===== src/logic/binned_mem_pkg.sv =====
`default_nettype none

package binned_mem_pkg;

  //////////////////////////////////////////////////////////////////////
  // Geometry of the binned store
  //////////////////////////////////////////////////////////////////////

  localparam int PAGE_BITS  = 3;   // 8 pages
  localparam int BIN_BITS   = 3;   // 8 bins per page
  localparam int ENTRY_BITS = 4;   // 16 entries per bin, also count width
  localparam int STUB_WIDTH = 14;  // Default stub word width

  localparam int NUM_PAGES  = 1 << PAGE_BITS;  // Pages in the store
  localparam int NUM_BINS   = 1 << BIN_BITS;   // Bins in one page
  localparam int ADDR_BITS  = PAGE_BITS + BIN_BITS + ENTRY_BITS;  // 10 bits
  localparam int MEM_DEPTH  = 1 << ADDR_BITS;  // 1024 words

  //////////////////////////////////////////////////////////////////////
  // Index and payload types
  //////////////////////////////////////////////////////////////////////

  typedef logic [PAGE_BITS-1:0]  page_t;   // Page index
  typedef logic [BIN_BITS-1:0]   bin_t;    // Bin index within a page
  typedef logic [ENTRY_BITS-1:0] entry_t;  // Entry index within a bin

  // Page in the top bits, entry in the bottom bits
  typedef struct packed {
    page_t  page;   // Selects one of 8 pages
    bin_t   bin;    // Selects one of 8 bins
    entry_t entry;  // Selects one of 16 entries
  } stub_addr_t;

  typedef logic [STUB_WIDTH-1:0] stub_word_t;  // One stored stub

  typedef logic [ENTRY_BITS-1:0] bin_count_t;  // Entries held in one bin

  // Bin 0 in the low nibble
  typedef bin_count_t [NUM_BINS-1:0] page_counts_t;  // 32 bits per page

  // Page 0 in the low word
  typedef page_counts_t [NUM_PAGES-1:0] count_table_t;  // 256 bits in all

  //////////////////////////////////////////////////////////////////////
  // Request bundles
  //////////////////////////////////////////////////////////////////////

  // Single-cycle write strobe with its address and data
  typedef struct packed {
    logic       en;    // Write strobe
    stub_addr_t addr;  // Target page, bin and entry
    stub_word_t data;  // Word to store
  } stub_wr_t;

  // Load of one bin count
  typedef struct packed {
    logic       en;     // Load strobe
    page_t      page;   // Page of the count
    bin_t       bin;    // Bin of the count
    bin_count_t count;  // New entry count
  } count_wr_t;

  // Read latency choice of the store
  typedef enum logic {
    LAT_LOW_LATENCY = 1'b0,  // 1 cycle, data straight from the staging register
    LAT_HIGH_PERF   = 1'b1   // 2 cycles, extra output register
  } ram_latency_e;

endpackage : binned_mem_pkg

`default_nettype wire


===== src/logic/bin_count_table.sv =====
`default_nettype none

module bin_count_table (
  input  logic                         clkb,    // Clock
  input  logic                         rstb,    // Clears the whole table
  input  binned_mem_pkg::count_wr_t    cnt_wr,  // One count load per cycle
  output binned_mem_pkg::count_table_t counts   // All 64 counts
);

  import binned_mem_pkg::*;

  //////////////////////////////////////////////////////////////////////
  // Address decode
  //////////////////////////////////////////////////////////////////////

  logic [NUM_PAGES-1:0]               page_hit;  // One-hot page select
  logic [NUM_BINS-1:0]                bin_hit;   // One-hot bin select
  logic [NUM_PAGES-1:0][NUM_BINS-1:0] load_sel;  // One-hot count select

  // Strobe folded into the page decode
  always_comb begin
    page_hit               = '0;
    page_hit[cnt_wr.page]  = cnt_wr.en;  // Nothing selected without a load
  end

  always_comb begin
    bin_hit              = '0;
    bin_hit[cnt_wr.bin]  = 1'b1;  // Bin of the load
  end

  // Cross product of the two decodes
  generate
    for (genvar p = 0; p < NUM_PAGES; p++) begin : g_page
      for (genvar b = 0; b < NUM_BINS; b++) begin : g_bin
        assign load_sel[p][b] = page_hit[p] & bin_hit[b];  // At most one set
      end
    end
  endgenerate

  //////////////////////////////////////////////////////////////////////
  // Count registers
  //////////////////////////////////////////////////////////////////////

  count_table_t count_q;  // Page by bin

  always_ff @(posedge clkb) begin
    if (rstb) begin
      count_q <= '0;  // Every bin empty
    end else begin
      for (int p = 0; p < NUM_PAGES; p++) begin
        for (int b = 0; b < NUM_BINS; b++) begin
          if (load_sel[p][b]) begin
            count_q[p][b] <= cnt_wr.count;  // Replace, no accumulate
          end
        end
      end
    end
  end

  assign counts = count_q;  // Full table, one cycle after the load

  //////////////////////////////////////////////////////////////////////
  // Checks
  //////////////////////////////////////////////////////////////////////

  // An unknown page or bin would smear the load over several counts
  a_load_index_known : assert property (
    @(posedge clkb) disable iff (rstb)
    cnt_wr.en |-> !$isunknown({cnt_wr.page, cnt_wr.bin})
  ) else $error("bin_count_table: load enabled with unknown page or bin");

endmodule : bin_count_table

`default_nettype wire


===== config.mk =====
export PLATFORM = sky130hd
export DESIGN_NAME = bin_count_table
export DESIGN_NICKNAME = d
export VERILOG_FILES = /design/src/logic/binned_mem_pkg.sv /design/src/logic/bin_count_table.sv
export SDC_FILE = /design/constraint.sdc
export NUM_CORES = 1
export LEC_CHECK = 0
export BUFFER_PORTS_ARGS = -buffer_cell sky130_fd_sc_hd__buf_4
export CORE_ASPECT_RATIO = 1.25
export CORE_UTILIZATION = 52
export DETAILED_ROUTE_END_ITERATION = 8
export PLACE_DENSITY = 0.91
export RECOVER_POWER = 100
export SLEW_MARGIN = 20
export SYNTH_ARGS = -nofsm -noshare
export SYNTH_HDL_FRONTEND = slang
export SYNTH_SLANG_ARGS = --single-unit

===== constraint.sdc =====
create_clock -name clkb -period 1.41 [get_ports clkb]
set_clock_uncertainty 0.05 [all_clocks]
set_input_delay 0.2115 -clock clkb [delete_from_list [all_inputs] [get_ports clkb]]
set_output_delay 0.2115 -clock clkb [all_outputs]
set_load 0.01 [all_outputs]

== Word level (Yosys, flattened, before mapping) ==
Index checks and enable logic that the tools add are counted.
Word-level totals
  register bits after elaboration: 256
  bits of input ports: 13
  output and inout bits: 256
  word-level logic and storage cells: 139
Cells by class
  order comparisons: 4
  multiplexer cells: 4
  bitwise operators: 65
  reduce and logical (&&, ||, !) cells: 2
Operators by type and width (number)
  $and A1 B1 Y1: 64
  $and A8 B8 Y8: 1
  $lt A3 B4 Y1 const B: 2
  $demux W1 S3: 2
  $ge A3 B1 Y1 const B: 2
  $logic_and A1 B1 Y1: 2
  $mux W1: 2

== Depth between registers and ports, before layout ==
Gate-level depths: netlist of the first run.
  word-level depth: 6
  mapped depth: 5
  gate-level depth less buffers: 3

== Least setup slack after synthesis of the first run ==
Ideal clock, no wire load.
  path type: input-to-reg
  start point: input port cnt_wr[4] (netlist name)
  end point: register count_q, in the netlist counts[100]
  library setup time: 72 ps
  data arrival time: 1177 ps
  required time: 1288 ps
  setup slack: 112 ps
  cell stages on the path: 5
  buffers on the path: 2
  cells stage by stage: buf_2 -> nor3b_2 -> and2_1 -> buf_2 -> mux2i_1
Between the ends
  cells in the longest elaborated chain, start to end: 5
  elaborated cells between the ends (all ways): 6
  those cells by class: order compare (2); mux (2); bitwise (1); reduce/logical (1)
RTL lines
  start: declaration: line bin_count_table.sv:6  | input binned_mem_pkg::count_wr_t cnt_wr,
  $lt A3 B4 Y1 (implied by the code) or $ge A3 B1 Y1 (tied branches): line bin_count_table.sv:28  | bin_hit[cnt_wr.bin] = 1'b1;
  $logic_and A1 B1 Y1 (implied by the code): line bin_count_table.sv:28
  $mux W1 (implied by the code): line bin_count_table.sv:28
  $demux W1 S3 *: line bin_count_table.sv:28
  $and A1 B1 Y1 *: line bin_count_table.sv:35  | assign load_sel[p][b] = page_hit[p] & bin_hit[b];
  end signal: indexed assignment: line bin_count_table.sv:53  | count_q[p][b] <= cnt_wr.count;
  end: declaration: line bin_count_table.sv:44  | count_table_t count_q;
Mark *: on every way between the ends. The rest lies on a longest branch, timed or not.
A chain may end at the register's enable or synchronous reset.

== Final worst setup path of the first run ==
  start point: register count_q, in the netlist counts[234]
  end point: output port counts[234] (netlist name)
RTL lines
  end: declaration: line bin_count_table.sv:7  | output binned_mem_pkg::count_table_t counts
No word-level cell between the ends.

==> metrics.cfg, run 1 <==
[outcome]
status = completed

[logic_synthesis]
synth.most_common_cell = nand2b_1
ys_warn_count = 0
netlist_instances = 924
ys_types = 19
netlist_area_um2 = 10000
synth.area.top_cells = dfxtp_1, mux2i_1, nand2b_1, nand2_1, clkbuf_1
synth_commonest_cells = nand2b_1, dfxtp_1, mux2i_1
avgSynthCellArea_um2 = 10.9
async_reset_ff_share_pct = 0
synthesis.nets = 937
synth_ff_type = dfxtp_1
synth.largest_area_cell = dfxtp_1
netlist.area_leader.share_pct = 51.1
ys_ff_latch = 256
synth_edf_count = 0
synth_seq_area_share_pct = 51.1

[floorplan]
core_um2 = 18800
die_area_um2 = 19900
num_rows = 56
fp.dieW_um = 126
pin_count = 269
start_util_pct = 53.2
die_h_um = 157

[routing]
drcViolationCount = 0
drt_wl_total_um = 27300
vias = 7561
dr.pass1.iters = 4
ant_nets = 0
drt_iter0_drc = 398
via_per_inst = 5.29
wl_per_cell_um = 19.1

[global_route]
antenna_found_initial = 0
globalRoute.totalOverflow = 0
grt_pass1_vias = 7454
grt_pass1_wl_um = 41600
grt_max_degree = 96
track_usage_pct = 26.6

[worst_setup_path]
crit_path_end_kind = output port
crit_fanout = 2
path_class = register to output port
max_stage_delay_ps = 340
cp_top_family = flip-flops
rrSetupSlack_ps = 640
crit_start = counts[234]
r2r_cells = 2
r2r_start = counts[6]
crit_arrival_ps = 1070
critPathLaunchType = register
required_ps = 1150
worst-path-buf-inv = 1
r2r_end = counts[6]
cp_slowest_cell = dfxtp_1
path_cells = clkbuf_1

[cts]
htreeDepth = 1
cts_setup_buffers = 0
clk_pin_slew_ps = 60
cts_resized = 0
cts.path.max_buffers = 3
clock_latency_ps = 500
cts_hold_buf = 0
cts_made_buffers = 25
clock-root-buffer = clkbuf_16
cts_tree = done
cts.sinks = 256

[sta]
period_needed_ps = 1330
rsz0062_at_grt = no
final_hold_viol_count = 0
max_slew.worst_pin.slew_ps = 574
fmax_mhz = 750
maxSlewViolCount = 0
fin_crit_sh_pct = 94.5
timing.setup.tns_ps = 0
relSlewSlack_pct = 61.7
worst_hold_slack_ps = 170
worst_slack_ps = 76.9
setup_viol = 0

[power_and_ir_drop]
power.leakage_nw = 5.95
p_per_area_nw_per_um2 = 1220
p_clk_share_pct = 47.0
comb_power_share_pct = 4.4
switchingPower_mw = 3.14
seqPwrFrac_pct = 48.6
sw_frac_of_total_pct = 21.0
intPower_mw = 11.8
peakVddDrop_mv = 0.879

[placement]
hpwl_um = 18400
dpl_worst_slack_ps = -162
port_buffers = 268
place.gp.congestion = 0.749

[min_path]
holdPathEnd = counts[188]
hp-class = input port to register
min_path_cells = 3
worstHoldStart = rstb

[finish]
layout.nets = 1191
syn2layout_area_growth_pct = 22.1
drive_above_1_share_pct = 6.86
antenna_cells = 0
largest_reg_flops = 256

[job]
maxCapViolations = 0

[cells by family (layout without fill, tap and decap cells)]
kind of cell | count (synthesis) | count (layout) | synth area share [%]
buffers and inverters | 72 | 344 | 2.87
DFF | 256 | 256 | 51.1
muxes | 256 | 256 | 25.5
and+or+nand+nor | 340 | 340 | 20.5
[per-layer routing]
| layer | track usage (%) | up-vias | wire length, um |
|---|---|---|---|
| met5 | 0 | - | 0 |
| li1 | - | 3536 | - |
| met2 | 46.0 | 253 | 13300 |
| met1 | 32.9 | 3709 | 11500 |
| met3 | 4.49 | 63 | 1490 |
| met4 | 11.1 | 0 | 1040 |
[layout make-up]
cell class / instances / area (um2)
clock buffers: 35 / 723
flip-flops and latches: 256 / 5120
repair buffers: 299 / 1360
multi-input cells: 596 / 4590
well taps: 232 / 290
fillers: 1629 / 6600
clock inverters: 10 / 153
[how the worst max path moves through the flow]
stage             endpoint  slack, ps  depth (start not counted)
5_1_grt        counts[194]         40                          1
4_1_cts        counts[252]        110                          1
2_1_floorplan  counts[100]        110                          5
3_3_place_gp    counts[95]       -100                          4
3_5_place_dp    counts[95]       -160                          4
6_report       counts[234]         80                          1
[cells in the final DEF, fill, tap and decap left out, types with 2 or more instances in the layout]
master / synthesis / routed
bufinv_16: 0 / 4
clkbuf_16: 0 / 25
clkbuf_1: 55 / 268
clkbuf_8: 0 / 6
and3b_1: 3 / 3
and4b_1: 3 / 3
nor3b_2: 3 / 2
dfxtp_1: 256 / 256
nor4bb_1: 2 / 2
nand2_1: 59 / 63
buf_12: 0 / 9
mux2i_1: 256 / 256
buf_4: 0 / 25
clkinv_2: 0 / 5
nand2b_2: 0 / 4
nand2b_1: 260 / 256
[tightest hold or removal path, delay by kind of cell]
kind / cells / cell delay [ps]
simple gates: 1 / 140
buf+inv: 1 / 250
mux: 1 / 60
[power by group through the flow]
stage / Sequential, mW / Clock [mW] / Combinational (mW)
after floorplan: 7.45 / 0 / 0.390
after global placement: 7.44 / 0 / 0.691
after detailed placement: 7.44 / 0 / 0.694
after CTS: 7.28 / 7.12 / 0.694
after global routing: 7.28 / 7.43 / 0.693
final: 7.28 / 7.04 / 0.660
[through the flow]
step / std cells / utilization, % / total power, mW / instance area (um2)
2_1_floorplan: 924 / - / 7.84 / 10000
3_3_place_gp: 1383 / 65.8 / 8.13 / 12400
3_5_place_dp: 1383 / 65.8 / 8.13 / 12400
4_1_cts: 1428 / 70.4 / 15.1 / 13300
5_1_grt: 1428 / 65.0 / 15.4 / 12200
6_report: 1428 / 65.0 / 15.0 / 12200
Note: power is estimated with default switching activity, not from simulation.
==> run 2, diff against run 1 <==
- CORE_MARGIN: default -> 1.5
- REMOVE_ABC_BUFFERS: default -> 1
==> metrics.cfg, run 2 (synthesis results as in run 1) <==
[worst_setup_path]
path_class = register to output port
cp_slowest_cell = dfxtp_1
critPathLaunchType = register
required_ps = 1150  ; about the same
worst-path-buf-inv = 1  ; unchanged
crit_path_end_kind = output port
cp_top_family = flip-flops
max_stage_delay_ps = 330  ; about the same
crit_arrival_ps = 1070  ; about the same
crit_fanout = 2  ; unchanged
path_cells = clkbuf_1

[sta]
fmax_mhz = 752  ; +0.21%
rsz0062_at_grt = no
relSlewSlack_pct = 52.2  ; -9.5 points
period_needed_ps = 1330  ; -2.78 ps
maxSlewViolCount = 0  ; unchanged
setup_viol = 0  ; unchanged
timing.setup.tns_ps = 0  ; unchanged
fin_crit_sh_pct = 94.4  ; -0.20 points
final_hold_viol_count = 0  ; unchanged
max_slew.worst_pin.slew_ps = 717  ; +143 ps
worst_hold_slack_ps = 97.3  ; -72.7 ps

[routing]
wl_per_cell_um = 18.8  ; -1.9%
drt_wl_total_um = 26900  ; -1.6%
dr.pass1.iters = 4  ; unchanged
ant_nets = 0  ; unchanged
drt_iter0_drc = 403  ; +1.3%
via_per_inst = 5.18  ; -2.2%
vias = 7417  ; -1.9%
drcViolationCount = 0  ; unchanged

[outcome]
status = completed

[cts]
cts_resized = 0  ; unchanged
clock-root-buffer = clkbuf_16
clk_pin_slew_ps = 60  ; about the same
clock_latency_ps = 520  ; +20 ps
cts_tree = done
cts.path.max_buffers = 3  ; unchanged
cts_made_buffers = 25  ; unchanged
htreeDepth = 1  ; unchanged
cts_setup_buffers = 0  ; unchanged
cts_hold_buf = 0  ; unchanged
cts.sinks = 256  ; unchanged

[finish]
layout.nets = 1195  ; +0.34%
largest_reg_flops = 256  ; unchanged
final_common_cell = clkbuf_1
syn2layout_area_growth_pct = 23.1
final_cell_mix = clkbuf_1, nand2b_1, mux2i_1, dfxtp_1, nand2_1
antenna_cells = 0  ; unchanged
drive_above_1_share_pct = 7.58  ; +0.73 points
fillers = 1647  ; +1.1%

[floorplan]
fp.dieW_um = 127  ; +0.79%
die_area_um2 = 20100  ; +1.4%
core_um2 = 18800  ; unchanged
num_rows = 56  ; unchanged
die_h_um = 158  ; +0.64%
pin_count = 269  ; unchanged
start_util_pct = 53.2  ; unchanged

[placement]
port_buffers = 268  ; unchanged
hpwl_um = 18100  ; -1.9%
place.gp.congestion = 0.779  ; +4.0%

[global_route]
antenna_found_initial = 0  ; unchanged
grt_pass1_wl_um = 40500  ; -2.6%
track_usage_pct = 25.4  ; -1.2 points
globalRoute.totalOverflow = 0  ; unchanged
grt_pass1_vias = 7329  ; -1.7%
grt_max_degree = 135  ; +41%

[power_and_ir_drop]
p_per_area_nw_per_um2 = 1220  ; -0.50%
power.leakage_nw = 5.99  ; +0.68%
peakVddDrop_mv = 0.971  ; +10%

[job]
maxCapViolations = 0  ; unchanged

[min_path]
hp-class = input port to register

[run 2: report_power, final]
group,total (mW),switching [mW],leakage (nW),internal [mW]
Combinational,0.674,0.384,3.51,0.290
Sequential,7.28,0.0169,2.06,7.26
Clock,7.07,2.82,0.419,4.25
Total,15.0,3.22,5.99,11.8
[run 2: layer usage]
layer	routed length [um]	GRT usage, %
met2	13100	44.3
met3	1600	5.28
met5	0	0
met4	807	9.04
met1	11300	31.2
[run 2: final timing paths]
check	startpoint	end	slack, ps	cells after the start
setup reg to reg	counts[249]	counts[249]	620	2
hold reg to reg	counts[100]	counts[100]	420	2
hold / removal	cnt_wr[3]	counts[219]	100	3
setup / recovery	counts[93]	counts[93]	80	1
[run 2: stage by stage]
stage	setup WS (ps)	std cells	power, mW	cell area (um2)	util, %
after detailed placement	-120	1387	8.15	12500	66.3
after global routing	42.8	1432	15.4	12300	65.5
final	79.7	1432	15.0	12300	65.5
after CTS	99.6	1432	15.1	13400	70.9
after global placement	-111	1387	8.15	12500	66.3
after floorplan	-276	852	7.74	9740	-
[run 2: layout make-up]
class	count	area, um2	share of cell area, %
flip-flops and latches	256	5120	41.5
multi-input cells	596	4600	37.3
repair buffers	303	1460	11.8
clock buffers	32	662	5.36
well taps	232	290	2.35
clock inverters	13	201	1.63
[run 2: worst min-delay path, stage by stage]
cell      delay (ps)
buf_4             90
nand2b_2         150
mux2i_1          160
==> run 3, diff against run 2 <==
- CORE_UTILIZATION: 52 -> 45
- PLACE_DENSITY: 0.91 -> 0.85
- clock period: 1.41 -> 1.2 ns (I/O delays scaled with it)
==> metrics.cfg, run 3 (synthesis results as in run 1) <==
[outcome]
status = finished, violations left
violations = setup timing

[power_and_ir_drop]
p_per_area_nw_per_um2 = 1090  ; -10%
p_total_mw = 17.0  ; +13%
intPower_mw = 13.2  ; +12%
p_clk_share_pct = 44.0  ; -3.1 points
sw_frac_of_total_pct = 22.3  ; +0.88 points
switchingPower_mw = 3.79  ; +18%
power.leakage_nw = 8.07  ; +35%
peakVddDrop_mv = 1.44  ; +49%
comb_power_share_pct = 5.6  ; +1.1 points
seqPwrFrac_pct = 50.4  ; +2.0 points

[placement]
hpwl_um = 19200  ; +6.4%
place.gp.congestion = 0.770  ; -1.2%
dpl_worst_slack_ps = -325  ; -205 ps
port_buffers = 268  ; unchanged

[worst_setup_path]
r2r_end = counts[42]
required_ps = 970  ; -180 ps
r2r_start = counts[42]
path_cells = buf_6
crit_path_end_kind = output port
crit_arrival_ps = 980  ; -90 ps
worst-path-buf-inv = 1  ; unchanged
path_class = register to output port
cp_top_family = flip-flops
critPathLaunchType = register
r2r_cells = 4  ; +2
rrSetupSlack_ps = 300  ; -320 ps
crit_fanout = 2  ; unchanged
max_stage_delay_ps = 370  ; +40 ps
cp_slowest_cell = dfxtp_2

[floorplan]
core_um2 = 21700  ; +15%
num_rows = 60  ; +7.1%
start_util_pct = 46.2  ; -7.0 points
fp.dieW_um = 137  ; +7.3%
pin_count = 269  ; unchanged
die_area_um2 = 23200  ; +15%
die_h_um = 170  ; +7.4%

[routing]
wl_met2_um = 16600  ; +27%
wl_met3_um = 1860  ; +16%
via_per_inst = 5.10  ; -1.6%
vias = 8173  ; +10%
dr.pass1.iters = 5  ; +1
wl_per_cell_um = 20.2  ; +7.6%
wl_met1_um = 12600  ; +11%
ant_nets = 0  ; unchanged
topRoutingLayerUsed = met4
drt_iter0_drc = 411  ; +2.0%
drcViolationCount = 0  ; unchanged
drt_wl_total_um = 32400  ; +20%

[min_path]
holdPathEnd = counts[195]
hp-class = input port to register
worstHoldStart = rstb
min_path_cells = 3  ; unchanged

[finish]
largest_reg_flops = 256  ; unchanged
syn2layout_area_growth_pct = 55.0
final_cell_mix = nand2b_1, mux2i_1, dfxtp_2, buf_6, buf_4
drive_above_1_share_pct = 55.3  ; +48 points
antenna_cells = 0  ; unchanged
fillers = 1352  ; -18%
layout.nets = 1323  ; +11%

[cts]
cts_tree = done
cts.sinks = 256  ; unchanged
htreeDepth = 1  ; unchanged
cts_hold_buf = 0  ; unchanged
cts_made_buffers = 25  ; unchanged
clk_pin_slew_ps = 60  ; about the same
clock_latency_ps = 510  ; about the same
clock-root-buffer = clkbuf_16
cts.path.max_buffers = 3  ; unchanged

[sta]
fmax_mhz = 824
rsz0062_at_grt = yes
setup_viol = 11  ; +11
fin_crit_sh_pct = 101
timing.setup.tns_ps = -58.1  ; -58.1 ps
relSlewSlack_pct = 57.1  ; +4.9 points
max_slew.worst_pin.slew_ps = 635  ; -82.1 ps
worst_hold_slack_ps = 69.1  ; -28.2 ps
final_hold_viol_count = 0  ; unchanged
maxSlewViolCount = 0  ; unchanged
worst_slack_ps = -14.0  ; -93.7 ps
period_needed_ps = 1210

[global_route]
grt_pass1_vias = 8205  ; +12%
grt_pass1_wl_um = 46100  ; +14%
globalRoute.totalOverflow = 0  ; unchanged
grt_max_degree = 45  ; -67%
track_usage_pct = 25.5  ; +0.064 points
antenna_found_initial = 0  ; unchanged

[job]
maxCapViolations = 0  ; unchanged

run 3: worst reg2reg max path: cells and delay by family, from the launching register on:
kind | cells | cell delay, ps
buf+inv | 2 | 250
mux | 1 | 80
flops | 1 | 330
simple gates | 1 | 70
run 3: layout make-up:
type	count	area, um2	share of cell area [%]
flip-flops and latches	256	5450	35.0
multi-input cells	596	4600	29.6
repair buffers	431	4390	28.3
clock buffers	32	682	4.39
well taps	279	349	2.25
clock inverters	9	73.8	0.475
run 3: how the worst max path moves through the flow:
| stage | depth (start not counted) | slack, ps | endpoint | from |
|---|---|---|---|---|
| floorplan | 2 | -450 | counts[100] | rstb |
| global placement | 4 | -280 | counts[248] | cnt_wr[7] |
| detailed placement | 4 | -320 | counts[241] | cnt_wr[9] |
| CTS | 1 | -10 | counts[80] | counts[80] |
| global route | 1 | -40 | counts[130] | counts[130] |
| finish | 1 | -10 | counts[141] | counts[141] |
run 3: per-stage QoR:
| stage | cells | util, % | cell area (um2) |
|---|---|---|---|
| global route | 1603 | 71.7 | 15500 |
| CTS | 1524 | 69.0 | 15000 |
| global placement | 1449 | 58.7 | 12700 |
| floorplan | 852 | - | 9740 |
| finish | 1603 | 71.7 | 15500 |
| detailed placement | 1449 | 58.7 | 12700 |
run 3: repair_timing:
| action | CTS | global route |
|---|---|---|
| endpoints found under the setup margin | 246 | 237 |
| setup buffers | 34 | 79 |
| resized for setup | 490 | 22 |
| pin swaps | 0 | 0 |
run 3: routing by layer:
metal / GRT usage, % / vias up
li1: - / 3804
met1: 29.9 / 4007
met2: 45.4 / 292
met3: 4.86 / 70
met4: 9.57 / 0
met5: 0 / -
run 3: power by group through the flow:
stage / Combinational [mW] / Sequential, mW / Clock [mW]
floorplan: 0.338 / 8.76 / 0
global placement: 0.910 / 8.74 / 0
detailed placement: 0.917 / 8.74 / 0
CTS: 0.945 / 8.56 / 7.50
global route: 0.996 / 8.56 / 7.95
finish: 0.950 / 8.56 / 7.47
